===== config.mk =====
export PLATFORM = sky130hd
export DESIGN_NAME = motor_drive
export DESIGN_NICKNAME = d
export VERILOG_FILES = /design/src/source/hall_pkg.sv /design/src/source/motor_pkg.sv /design/src/source/motor_drive.sv /design/src/source/bridge_stage.sv /design/src/source/half_bridge.sv /design/src/source/hall_commutator.sv /design/src/source/command_latch.sv /design/src/source/pwm_timebase.sv
export SDC_FILE = /design/constraint.sdc
export NUM_CORES = 1
export LEC_CHECK = 0
export BUFFER_PORTS_ARGS = -buffer_cell sky130_fd_sc_hd__buf_2
export CELL_PAD_IN_SITES_DETAIL_PLACEMENT = 0
export CELL_PAD_IN_SITES_GLOBAL_PLACEMENT = 1
export CORE_UTILIZATION = 39
export DETAILED_ROUTE_END_ITERATION = 10
export HOLD_SLACK_MARGIN = 0.05
export PLACE_DENSITY_LB_ADDON = 0.08
export SYNTH_ARGS = -nofsm -noshare
export SYNTH_HDL_FRONTEND = slang
export SYNTH_SLANG_ARGS = --single-unit

===== constraint.sdc =====
create_clock -name clk -period 1.97 [get_ports clk]
set_input_delay 0.2955 -clock clk [delete_from_list [all_inputs] [get_ports clk]]
set_output_delay 0.2955 -clock clk [all_outputs]
set_load 0.01 [all_outputs]

===== src/source/hall_pkg.sv =====
// Hall sensor package with the sensor code width and the sector encoding
package hall_pkg;

	// One bit per Hall sensor, three sensors spaced 120 electrical degrees apart
	localparam int hall_width = 3;

	// Each valid code names the sector it stands for
	// All low and all high cannot occur on a healthy motor and are treated as faults
	typedef enum logic [hall_width-1:0] {
		hall_all_low  = 3'b000,
		sector_001    = 3'b001,
		sector_010    = 3'b010,
		sector_011    = 3'b011,
		sector_100    = 3'b100,
		sector_101    = 3'b101,
		sector_110    = 3'b110,
		hall_all_high = 3'b111
	} hall_code_t;

	// A broken single sensor wire can still yield a valid looking code
	// That case shows up as a stalled motor and is left to the CPU

endpackage


===== src/source/motor_pkg.sv =====
// Motor drive package with bridge output codes, decay modes and PWM timing constants
package motor_pkg;

	// The PWM phase counter is this wide and wraps at its full range
	localparam int pwm_width = 9;

	// Three motor phases with a two-bit bridge code each
	localparam int motor_bits = 6;

	// Commands are taken at this phase so they apply from the last phase of the period on
	localparam logic [pwm_width-1:0] update_phase = 'd510;

	// Gap in clock cycles between the active side turning off and the inverted side turning on
	// Carries one extra bit so that level plus dead time cannot overflow
	localparam logic [pwm_width:0] dead_time = 'd10;

	// Gate drive code for one half bridge, high side in the upper bit
	// bridge_noff is the complement of bridge_off and shows up after a direction reversal
	typedef enum logic [1:0] {
		bridge_off  = 2'b00,
		bridge_low  = 2'b01,
		bridge_high = 2'b10,
		bridge_noff = 2'b11
	} bridge_code_t;

	// How the bridge behaves outside the active part of the PWM period
	typedef enum logic [1:0] {
		decay_slow       = 2'b00,
		decay_fast_drive = 2'b01,
		decay_fast_brake = 2'b10
	} decay_mode_t;

endpackage

===== src/source/motor_drive.sv =====
// Top level of the Hall-sensored BLDC drive with PWM timebase, command latch and bridges
`timescale 1ns/1ps

module motor_drive
	import motor_pkg::*;
	import hall_pkg::*;
(
	input  logic                  clk,
	input  logic                  rst_n,
	input  logic                  new_direction,
	input  logic [pwm_width-1:0]  new_level,
	input  decay_mode_t           new_decay,
	input  logic [hall_width-1:0] hall,
	output logic [motor_bits-1:0] motor_out,
	output logic                  fault,
	output logic [pwm_width-1:0]  pwm_phase
);

	logic                  update_strobe;
	logic                  direction;
	logic [pwm_width-1:0]  pwm_level;
	decay_mode_t           decay_mode;
	logic [motor_bits-1:0] bridge_drive;

	pwm_timebase pwm_timebase_i (
		.clk           (clk),
		.rst_n         (rst_n),
		.pwm_phase     (pwm_phase),
		.update_strobe (update_strobe)
	);

	command_latch command_latch_i (
		.clk           (clk),
		.rst_n         (rst_n),
		.update_strobe (update_strobe),
		.new_direction (new_direction),
		.new_level     (new_level),
		.new_decay     (new_decay),
		.direction     (direction),
		.pwm_level     (pwm_level),
		.decay_mode    (decay_mode)
	);

	// Hall input is asynchronous, the commutator brings it into the clock domain
	hall_commutator hall_commutator_i (
		.clk          (clk),
		.rst_n        (rst_n),
		.hall         (hall),
		.direction    (direction),
		.bridge_drive (bridge_drive),
		.fault        (fault)
	);

	bridge_stage bridge_stage_i (
		.clk          (clk),
		.rst_n        (rst_n),
		.pwm_phase    (pwm_phase),
		.pwm_level    (pwm_level),
		.decay_mode   (decay_mode),
		.bridge_drive (bridge_drive),
		.motor_out    (motor_out)
	);

endmodule


===== src/source/bridge_stage.sv =====
// Bridge stage that compares the PWM phase with dead time and registers the gate outputs
`timescale 1ns/1ps

module bridge_stage
	import motor_pkg::*;
(
	input  logic                  clk,
	input  logic                  rst_n,
	input  logic [pwm_width-1:0]  pwm_phase,
	input  logic [pwm_width-1:0]  pwm_level,
	input  decay_mode_t           decay_mode,
	input  logic [motor_bits-1:0] bridge_drive,
	output logic [motor_bits-1:0] motor_out
);

	logic                  pwm_active;
	logic                  pwm_inverted;
	logic [pwm_width:0]    inverted_threshold;
	logic [motor_bits-1:0] bridge_next;

	// Dead time only delays the inverted side, so the fast decay modes are not affected
	// The extra top bit keeps level plus dead time from wrapping to a small value
	assign inverted_threshold = {1'b0, pwm_level} + dead_time;
	assign pwm_active         = (pwm_phase < pwm_level);
	assign pwm_inverted       = ({1'b0, pwm_phase} >= inverted_threshold);

	// One decoder per motor phase on its two-bit slice
	for (genvar i = 0; i < motor_bits / 2; i++) begin : gen_phase
		half_bridge half_bridge_i (
			.pwm_active   (pwm_active),
			.pwm_inverted (pwm_inverted),
			.decay_mode   (decay_mode),
			.bridge_in    (bridge_code_t'(bridge_drive[2*i+1:2*i])),
			.bridge_out   (bridge_next[2*i+1:2*i])
		);
	end

	// Registering removes the decode glitches before they reach the gate drivers
	always_ff @(posedge clk or negedge rst_n) begin
		if (!rst_n) begin
			motor_out <= '0;
		end else begin
			motor_out <= bridge_next;
		end
	end

endmodule


===== src/source/half_bridge.sv =====
// Half bridge decoder that picks one phase's gate code from the PWM state and decay mode
`timescale 1ns/1ps

module half_bridge
	import motor_pkg::*;
(
	input  logic         pwm_active,
	input  logic         pwm_inverted,
	input  decay_mode_t  decay_mode,
	input  bridge_code_t bridge_in,
	output bridge_code_t bridge_out
);

	// Input with bridge_noff folded back to plain off
	bridge_code_t clean_in;

	// Set when the commutator drives this phase either way
	logic driven;

	assign clean_in = (bridge_in == bridge_noff) ? bridge_off : bridge_in;
	assign driven   = (clean_in == bridge_low) || (clean_in == bridge_high);

	always_comb begin
		case (decay_mode)
			decay_slow: begin
				// Off-time current recirculates through the low sides
				// The dead time gap between the two parts keeps both switches from conducting
				if (pwm_active) begin
					bridge_out = clean_in;
				end else if (pwm_inverted && driven) begin
					bridge_out = bridge_low;
				end else begin
					bridge_out = bridge_off;
				end
			end
			// Off-time current returns through the body diodes into the supply
			decay_fast_drive: bridge_out = pwm_active ? clean_in : bridge_off;
			decay_fast_brake: begin
				// Shorting the driven windings to ground brakes the motor
				// A floating phase stays open so it does not load the back EMF
				bridge_out = (pwm_active && driven) ? bridge_low : bridge_off;
			end
			default: bridge_out = bridge_off;
		endcase
	end

endmodule


===== src/source/hall_commutator.sv =====
// Hall commutator that synchronizes the sensors and produces the six-step bridge pattern
`timescale 1ns/1ps

module hall_commutator
	import motor_pkg::*;
	import hall_pkg::*;
(
	input  logic                  clk,
	input  logic                  rst_n,
	input  logic [hall_width-1:0] hall,
	input  logic                  direction,
	output logic [motor_bits-1:0] bridge_drive,
	output logic                  fault
);

	// First stage may go metastable, the second one feeds the decode
	logic [hall_width-1:0] hall_meta;
	hall_code_t            hall_sync;

	// Pattern for forward rotation before the direction is applied
	logic [motor_bits-1:0] com_pattern;

	// Both stages start at all low, so fault stays up until real Hall values arrive
	always_ff @(posedge clk or negedge rst_n) begin
		if (!rst_n) begin
			hall_meta <= '0;
			hall_sync <= hall_all_low;
		end else begin
			hall_meta <= hall;
			hall_sync <= hall_code_t'(hall_meta);
		end
	end

	// Six-step table, phase A in the top two bits and phase C in the bottom two
	// In each sector one phase is pulled high, one pulled low and one left floating
	always_comb begin
		fault = 1'b0;
		case (hall_sync)
			sector_101: com_pattern = {bridge_high, bridge_low, bridge_off};
			sector_100: com_pattern = {bridge_high, bridge_off, bridge_low};
			sector_110: com_pattern = {bridge_off, bridge_high, bridge_low};
			sector_010: com_pattern = {bridge_low, bridge_high, bridge_off};
			sector_011: com_pattern = {bridge_low, bridge_off, bridge_high};
			sector_001: com_pattern = {bridge_off, bridge_low, bridge_high};
			default: begin
				// All low or all high means a sensor or its supply is broken
				com_pattern = {bridge_off, bridge_off, bridge_off};
				fault       = 1'b1;
			end
		endcase
	end

	// Reverse rotation swaps high and low in every phase
	// Complementing does exactly that, an off phase turns into bridge_noff
	// The half bridges treat bridge_noff as off
	assign bridge_drive = direction ? ~com_pattern : com_pattern;

endmodule


===== src/source/command_latch.sv =====
// Command latch that takes direction, duty level and decay mode once per PWM period
`timescale 1ns/1ps

module command_latch
	import motor_pkg::*;
(
	input  logic                 clk,
	input  logic                 rst_n,
	input  logic                 update_strobe,
	input  logic                 new_direction,
	input  logic [pwm_width-1:0] new_level,
	input  decay_mode_t          new_decay,
	output logic                 direction,
	output logic [pwm_width-1:0] pwm_level,
	output decay_mode_t          decay_mode
);

	// The CPU may change the new_* levels at any time
	// Loading them only at the strobe keeps a period from being cut short
	// A change in the middle of a period would leave a runt pulse on the bridge
	always_ff @(posedge clk or negedge rst_n) begin
		if (!rst_n) begin
			direction  <= 1'b0;
			pwm_level  <= '0;
			decay_mode <= decay_slow;
		end else if (update_strobe) begin
			direction  <= new_direction;
			pwm_level  <= new_level;
			decay_mode <= new_decay;
		end
	end

	// With the strobe at phase 510 the new values are in place for phase 511
	// That phase sits above every level below 511, so nothing visible switches mid-period

endmodule


===== src/source/pwm_timebase.sv =====
// PWM timebase that counts the phase and flags the command update phase
`timescale 1ns/1ps

module pwm_timebase
	import motor_pkg::*;
(
	input  logic                 clk,
	input  logic                 rst_n,
	output logic [pwm_width-1:0] pwm_phase,
	output logic                 update_strobe
);

	// Free-running counter, the natural binary wrap gives the 512 cycle period
	always_ff @(posedge clk or negedge rst_n) begin
		if (!rst_n) begin
			pwm_phase <= '0;
		end else begin
			pwm_phase <= pwm_phase + 1'b1;
		end
	end

	// The period boundary is decoded only here
	// Downstream blocks use this strobe instead of comparing the phase themselves
	assign update_strobe = (pwm_phase == update_phase);

endmodule


## Word-level counts from Yosys, hierarchy flattened

Cells that the tools add are included.

| storage, ports and cells | value |
|---|---|
| bits in registers | 33 |
| word-level logic and storage cells | 62 |
| output and inout port bits | 16 |

| operators by class | value |
|---|---|
| multiplexer cells | 21 |
| bitwise operators | 1 |
| $lt $le $gt $ge | 2 |
| eq/ne operators | 18 |
| add/sub/neg operators | 2 |
| reductions and logical operators | 11 |

Operators by type and width:

| kind | number |
|---|---|
| $pmux W6 S6 | 1 |
| $mux W2 | 9 |
| $pmux W2 S3 | 3 |
| $eq A2 B2 Y1 const B | 7 |
| $add A9 B4 Y10 const B | 1 |
| $ge A9 B10 Y1 | 1 |
| $add A9 B1 Y9 const B | 1 |
| $eq A3 B3 Y1 const B | 3 |
| $eq A9 B9 Y1 const B | 1 |
| $lt A9 B9 Y1 | 1 |
| $eq A2 B1 Y1 const B | 4 |
| $mux W1 | 7 |
| $eq A3 B2 Y1 const B | 2 |
| $logic_and A1 B1 Y1 | 6 |
| $mux W6 | 1 |
| $not A6 Y6 | 1 |
| $reduce_or A6 Y1 | 1 |
| $eq A3 B1 Y1 const B | 1 |
| $logic_or A1 B1 Y1 | 3 |
| $logic_not A2 Y1 | 1 |

## Longest topological paths before layout

Gate-level depths: netlist of run 1.

| logic depth | value |
|---|---|
| word-level depth | 12 |
| gate-level depth with buffers | 10 |
| mapped depth without buffers | 10 |

## Cells and area by module

A second synthesis of run 1 with hierarchy kept.

| unflattened totals | value |
|---|---|
| cells, all modules | 179 |
| area total of the unflattened synthesis | 2023.2 µm² |

Modules (own cells, without submodules):

| module | seq. area each (µm²) | area each (µm²) | times used | cells each |
|---|---|---|---|---|
| bridge_stage | 150.1 | 654.4 | 1 | 72 |
| command_latch | 300.3 | 484.2 | 1 | 25 |
| pwm_timebase | 225.2 | 384.1 | 1 | 33 |
| hall_commutator | 150.1 | 260.2 | 1 | 22 |
| half_bridge | 0.0 | 80.1 | 3 | 9 |

## Least setup slack after synthesis of run 1

No wires, ideal clock.

| timing | value |
|---|---|
| path kind | register to register |
| start point | register command_latch_i.pwm_level[1] |
| end point | register bridge_stage_i.motor_out[2] |
| period minus slack after synthesis | 2.153 ns |
| stages on the path, launching flop included | 11 |
| arrival time | 2.066 ns |
| library setup time | 0.087 ns |
| setup slack | -0.183 ns |
| required time | 1.883 ns |
| cells stage by stage | dfrtp_1 > ha_1 > nor2_1 > nor4_1 > xnor2_1 > ha_1 > a21o_1 > nand2_1 > o211a_1 > a2111o_1 > o211ai_1 |

| on the way | value |
|---|---|
| longest elaborated chain between the ends | 6 |
| elaborated cells on any way between the ends | 10 |

RTL lines:

| item | RTL line | RTL |
|---|---|---|
| start: declaration | command_latch.sv:14 | `output logic [pwm_width-1:0] pwm_level,` |
| start signal: assignment | command_latch.sv:28 | `pwm_level <= new_level;` |
| $add A9 B4 Y10 | bridge_stage.sv:23 | `assign inverted_threshold = {1'b0, pwm_level} + dead_time;` |
| $ge A9 B10 Y1 | bridge_stage.sv:25 | `assign pwm_inverted = ({1'b0, pwm_phase} >= inverted_threshold);` |
| $logic_and A1 B1 Y1 | half_bridge.sv:30 | `end else if (pwm_inverted && driven) begin` |
| $mux W1 | half_bridge.sv:30 |  |
| $mux W2 | half_bridge.sv:28 | `if (pwm_active) begin` |
| $pmux W2 S3 * | half_bridge.sv:24 | `case (decay_mode)` |
| net bridge_stage_i.bridge_next[2] | bridge_stage.sv:19 | `logic [motor_bits-1:0] bridge_next;` |
| end signal: assignment | bridge_stage.sv:43 | `motor_out <= bridge_next;` |
| end: declaration | bridge_stage.sv:13 | `output logic [motor_bits-1:0] motor_out` |

The timed path passes the listed nets; every way through them passes the cells marked *.
A chain may end at the register's enable or synchronous reset.

## Worst setup path in the final report of run 1

| timing | value |
|---|---|
| start point | register command_latch_i.pwm_level[1] |
| end point | register bridge_stage_i.motor_out[4] |

The elaborated chain is that of the path after synthesis.

==> results of run 1 <==
[cells by family after synthesis]
kind of cell | share of synthesized area
mux | 0.0223
buf+inv | 0.0445
simple gates | 0.143
compound gates | 0.123
xor+xnor | 0.0736
fa+ha+maj | 0.186
flops | 0.408
[cells in the final DEF, fill, tap and decap left out, drive strengths merged, types with 4 or more instances in the layout]
| cell | netlist | final |
|---|---|---|
| nor3 | 4 | 4 |
| nand3 | 8 | 8 |
| nor2 | 14 | 14 |
| a21oi | 8 | 8 |
| ha | 30 | 30 |
| inv | 19 | 19 |
| dfrtp | 33 | 33 |
| clkbuf | 2 | 5 |
| buf | 2 | 61 |
| xnor2 | 9 | 9 |
| nand2 | 14 | 14 |
| o21ai | 13 | 13 |
| o211ai | 4 | 4 |
| mux2 | 4 | 4 |
| xor2 | 8 | 8 |
[report_power, final]
group / total [mW] / internal [mW] / switching (mW) / leakage (nW)
sequential: 0.697 / 0.690 / 0.00680 / 0.387
clock: 0.503 / 0.244 / 0.259 / 0.0439
combinational: 0.0886 / 0.0392 / 0.0494 / 0.927
total: 1.29 / 0.973 / 0.315 / 1.36
[area by class of cell]
type | instances | area [µm²] | share of cell area
Multi-Input combinational cell | 143 | 1230 | 0.458
Clock buffer | 5 | 68.8 | 0.0257
Clock inverter | 3 | 17.5 | 0.00653
Inverter | 19 | 71.3 | 0.0266
Sequential cell | 33 | 826 | 0.308
Timing Repair Buffer | 61 | 385 | 0.144
Tap cell | 67 | 83.8 | 0.0313
[timing repair]
action,in CTS,in global routing
setup endpoints to repair,6,6
buffers inserted,4,3
hold endpoints to repair,0,0
gates resized for setup,8,15
pin swaps,11,10
hold buffers,0,0
[per-stage QoR]
step	area (µm²)	setup WS, ns
floorplan	2030	-0.0928
global placement	2430	-0.161
detailed placement	2430	-0.276
CTS	2580	-0.275
global route	2680	-0.344
finish	2680	-0.198
[sequential cells by signal, indices dropped and copies added (netlist names)]
register                     flops
pwm_timebase_i.pwm_phase         9
command_latch_i.pwm_level        9
command_latch_i.decay_mode       2
command_latch_i.direction        1
hall_commutator_i.hall_sync      3
hall_commutator_i.hall_meta      3
bridge_stage_i.motor_out         6
[routing by layer]
metal,global-route usage,vias to the layer above,share of wire
li1,-,810,-
met1,0.233,723,0.47
met2,0.297,29,0.48
met3,0.0434,6,0.032
met4,0.0791,0,0.014
met5,0,-,0
[worst paths after layout]
check / startpoint / to / slack [ns] / cells after the start
max: command_latch_i.pwm_level[1] / bridge_stage_i.motor_out[4] / -0.20 / 10
min: rst_n / pwm_timebase_i.pwm_phase[8] / 0.07 / 1
max reg2reg: command_latch_i.pwm_level[1] / bridge_stage_i.motor_out[4] / -0.20 / 10
min in group clk: hall[2] / hall_commutator_i.hall_meta[2] / 0.11 / 1
min reg2reg: hall_commutator_i.hall_meta[0] / hall_commutator_i.hall_sync[0] / 0.35 / 0
max in group asynchronous: rst_n / hall_commutator_i.hall_meta[1] / 1.43 / 1
==> results.ini, run 1 <==
[logic_synthesis]
yosysMostFrequentCell = dfrtp_1
yosysUniqueCellTypes = 37
yosysTopAreaCell = dfrtp_1
ys_top_cells_by_area = dfrtp_1 41%, ha_1 19%, xnor2_1 3.9%
syn-mean-instance-area_um2 = 10.2
synth_cells = 199
ys_seq_elements = 33
yosysSeqAreaShare = 0.408
yosysWarningCount = 0
synth_ff_type = dfrtp_1
yosys.area.top_type_share = 0.408
synth_fp_nets = 246
synth.cell_area_mm2 = 0.00202
synth_edf_count = 0
async_reset_ff_frac = 1.00
synth_common_cells = 33 x dfrtp_1, 30 x ha_1, 17 x inv_1

[critical_path]
cp.arrival_ns = 2.33
cp-start-kind = register
worst-path-max-fanout = 3
endpoint_kind = register
cp_top_family = compound AO/OA/AOI/OAI gates
critPathKind = reg -> reg
worstPathBufferInverterCount = 2
cpPeakStageDelay_ns = 0.39
cp_cell_sequence = buf_4 > a21oi_4 > buf_6 > xnor2_2 > ha_1 > a21o_1 > a211oi_2 > o211a_1 > a2111o_1 > o211ai_1
cpMaxStageDelayCell = dfrtp_1
cp_data_required_time_ns = 2.13

[clock_tree]
clock_latency_ns = 0.28
ctsHtreeMaxLevel = 2
clock-sinks = 33
cts_buffer_depth = 2
cts_root_buf = clkbuf_8
numCtsBuffers = 5
tritoncts = built
path_clk_slew_ns = 0.07

[die]
initial_utilization = 0.417
row_count = 25
ios = 33
core_area_mm2 = 0.00485
die_area_mm2 = 0.00548
fp.dieW_um = 74.0
fp.dieH_um = 74.0

[sta]
period_share = 1.10
holdWs_ns = 0.0673
fin_ws_ns = -0.198
finalCriticalPeriod_ns = 2.17
hold_violations = 0
tns_ns = -0.564
fmax_ghz = 0.461
worstMarginPinSlew_ns = 0.733
slew_violations = 0
setup_violations = 3
rsz0062_at_grt = true
max-slew-margin-rel = 0.512
clock_skew_ns = 0.00283

[run_status]
outcome = finished with violations
violations = negative setup slack

[global_routing]
antenna_found_initial = 0
track_usage = 0.183
grt_overflow = 0
grt_max_degree = 34
grt_pass1_vias = 1599
grt_pass1_wl_um = 7400

[run]
drv_cap = 0

[detailed_routing]
ant_nets = 0
drc = 0
num_vias = 1568
detail_route.vias_per_cell = 4.74
wl_um = 4490
firstDrtPassIters = 4
initialDrtViolationCount = 42
wire_per_inst_um = 13.6

[power]
p_leak_nw = 1.36
peakVddDrop_mv = 0.290
power_mw = 1.29
p_per_area_mw_per_mm2 = 480

[final_layout]
fin_util = 0.553
fin_nets = 310
fillers = 471
fin_cells = 331
drive_gt1_frac = 0.371
diodes = 0
area_growth_pct = 32.6

[placed_design]
dp_hpwl_um = 3350
place_inst = 317
gp_congestion = 0.872
io_buffers = 32

[min_path]
hold_class = in -> async

Note: power is estimated with default switching activity, not from simulation.
==> inputs of run 2 (changes only) <==
--- a/config.mk
+++ b/config.mk
@@ -15,3 +15,4 @@
 export SYNTH_ARGS = -nofsm -noshare
 export SYNTH_HDL_FRONTEND = slang
 export SYNTH_SLANG_ARGS = --single-unit
+export TNS_END_PERCENT = 1
==> run 2 against run 1 <==
  * The flow still finishes with violations (negative setup slack)
  * Largest power group is now the clock network
  * Clock skew increased by 0.0066 ns
  * Fmax is 2.1% higher
  * Non-clock buffer count shrank 6
  * Cell area shrank 1.3%
  * Die area did not move
  * Via count shrank 2.4%
==> results.ini, run 2 (synthesis gave the netlist of run 1 again) <==
[run_status]
outcome = finished with violations
violations = negative setup slack

[power]
p_sw_mw = 0.311
switching_share = 0.201
power_mw = 1.54
p_per_area_mw_per_mm2 = 582
p_leak_nw = 1.36
power_frac_seq = 0.452
peakVddDrop_mv = 0.357
clkPwrFrac = 0.491
p_int_mw = 1.23
comb_power_share = 0.057

[detailed_routing]
initialDrtViolationCount = 70
wl_um = 4130
highest_layer = met4
firstDrtPassIters = 4
wl_met1_um = 2020
drc = 0
dr_wl_met2_um = 1900
wl_met3_um = 142
wire_per_inst_um = 12.7
num_vias = 1531
ant_nets = 0
detail_route.vias_per_cell = 4.71

[clock_tree]
ctsHoldBuffers = 0
numCtsBuffers = 5
ctsHtreeMaxLevel = 2
clock-sinks = 33
tritoncts = built
path_clk_slew_ns = 0.07
cts_buffer_depth = 2
cts_root_buf = clkbuf_8
clock_latency_ns = 0.29

[sta]
fmax_ghz = 0.471
holdWs_ns = 0.0584
rsz0062_at_grt = true
max-slew-margin-rel = 0.518
slew_violations = 0
worstMarginPinSlew_ns = 0.723
clock_skew_ns = 0.00944
setup_violations = 3
hold_violations = 0
period_share = 1.08
fin_ws_ns = -0.154
finalCriticalPeriod_ns = 2.12

[critical_path]
reg2reg_depth = 11
cp_data_required_time_ns = 2.17
cp-start-kind = register
worst-path-max-fanout = 3
worstReg2RegEnd = bridge_stage_i.motor_out[2]
cpMaxStageDelayCell = a2111o_1
endpoint_kind = register
critPathKind = reg -> reg
cpPeakStageDelay_ns = 0.39
cpMostUsedCell = buf_4
cp.arrival_ns = 2.32
reg2reg_slack_ns = -0.15
timing.rr.start = command_latch_i.pwm_level[1]
cp_cell_sequence = buf_4 > a21oi_4 > nor3_2 > buf_4 > xnor2_1 > ha_1 > o21ai_1 > nand2b_1 > a21oi_1 > a2111o_1 > o211ai_1

[die]
ios = 33
die_area_mm2 = 0.00548
row_count = 25
fp.dieH_um = 74.0
core_area_mm2 = 0.00485
initial_utilization = 0.417
fp.dieW_um = 74.0

[global_routing]
grt_overflow = 0
grt_max_degree = 34
track_usage = 0.171
grt_pass1_vias = 1516
grt_pass1_wl_um = 6930
antenna_found_initial = 0

[final_layout]
fin_nets = 304
diodes = 0
fin_area_mm2 = 0.00265
area_growth_pct = 30.9
fillers = 461
final_cell_mix = 32 x dfrtp_1, 32 x buf_2, 27 x ha_1
drive_gt1_frac = 0.341
top_regs = command_latch_i.pwm_level (9), pwm_timebase_i.pwm_phase (9), bridge_stage_i.motor_out (6)
fin_util = 0.546

[placed_design]
dpl_cell_area_mm2 = 0.00240
dp_hpwl_um = 3230
gp_congestion = 0.806
io_buffers = 32

[min_path]
hold_class = in -> async

[run]
drv_cap = 0

-- run 2: worst max-delay path by stage --
stage | slack [ns] | start | cells after the start | endpoint
final | -0.15 | command_latch_i.pwm_level[1] | 11 | bridge_stage_i.motor_out[2]
after global routing | -0.27 | command_latch_i.pwm_level[1] | 11 | bridge_stage_i.motor_out[4]
after CTS | -0.27 | command_latch_i.pwm_level[2] | 10 | bridge_stage_i.motor_out[2]
after detailed placement | -0.29 | command_latch_i.pwm_level[1] | 10 | bridge_stage_i.motor_out[2]
after global placement | -0.20 | command_latch_i.pwm_level[1] | 10 | bridge_stage_i.motor_out[0]
after floorplan | -0.1 | command_latch_i.pwm_level[1] | 8 | bridge_stage_i.motor_out[2]
-- run 2: critical path, delay by kind of cell, from the launching register on --
family | cells | cell delay (ns)
buffers and inverters | 2 | 0.28
flip-flops | 1 | 0.38
XOR/XNOR | 1 | 0.12
AND/OR/NAND/NOR | 2 | 0.14
AO/OA/AOI/OAI | 5 | 0.85
adder cells (fa/ha/maj) | 1 | 0.27
-- run 2: repair_timing --
item                       CTS  global route
gates resized for setup      7            13
setup endpoints to repair    5             6
pin swaps                    7             3
setup buffers                3             0
-- run 2: final cells by class --
cell class	count	area (µm²)	share of cell area
multi-input cells	143	1190	0.450
flip-flops and latches	33	827	0.312
repair buffers	55	340	0.128
well taps	67	83.8	0.0316
inverters	19	71.3	0.0269
clock buffers	5	68.8	0.0260
clock inverters	3	65.1	0.0246
-- run 2: power by group through the flow --
| stage | logic, mW | registers (mW) | clock network (mW) |
|---|---|---|---|
| 6_report | 0.0882 | 0.698 | 0.757 |
| 3_3_place_gp | 0.0870 | 0.710 | 0 |
| 2_1_floorplan | 0.0383 | 0.714 | 0 |
| 3_5_place_dp | 0.0885 | 0.711 | 0 |
| 5_1_grt | 0.102 | 0.699 | 0.788 |
| 4_1_cts | 0.0899 | 0.697 | 0.776 |
-- run 2: layer usage --
| layer | up-vias | GRT usage |
|---|---|---|
| li1 | 803 | - |
| met4 | 0 | 0.0641 |
| met2 | 29 | 0.284 |
| met3 | 8 | 0.0420 |
| met5 | - | 0 |
| met1 | 691 | 0.217 |
-- run 2: metrics by stage --
stage,std cells,setup WS (ns),TNS (ns)
floorplan,199,-0.0964,-0.289
detailed placement,314,-0.293,-0.856
finish,325,-0.154,-0.442
global route,325,-0.270,-0.824
global placement,314,-0.198,-0.591
CTS,325,-0.268,-0.804
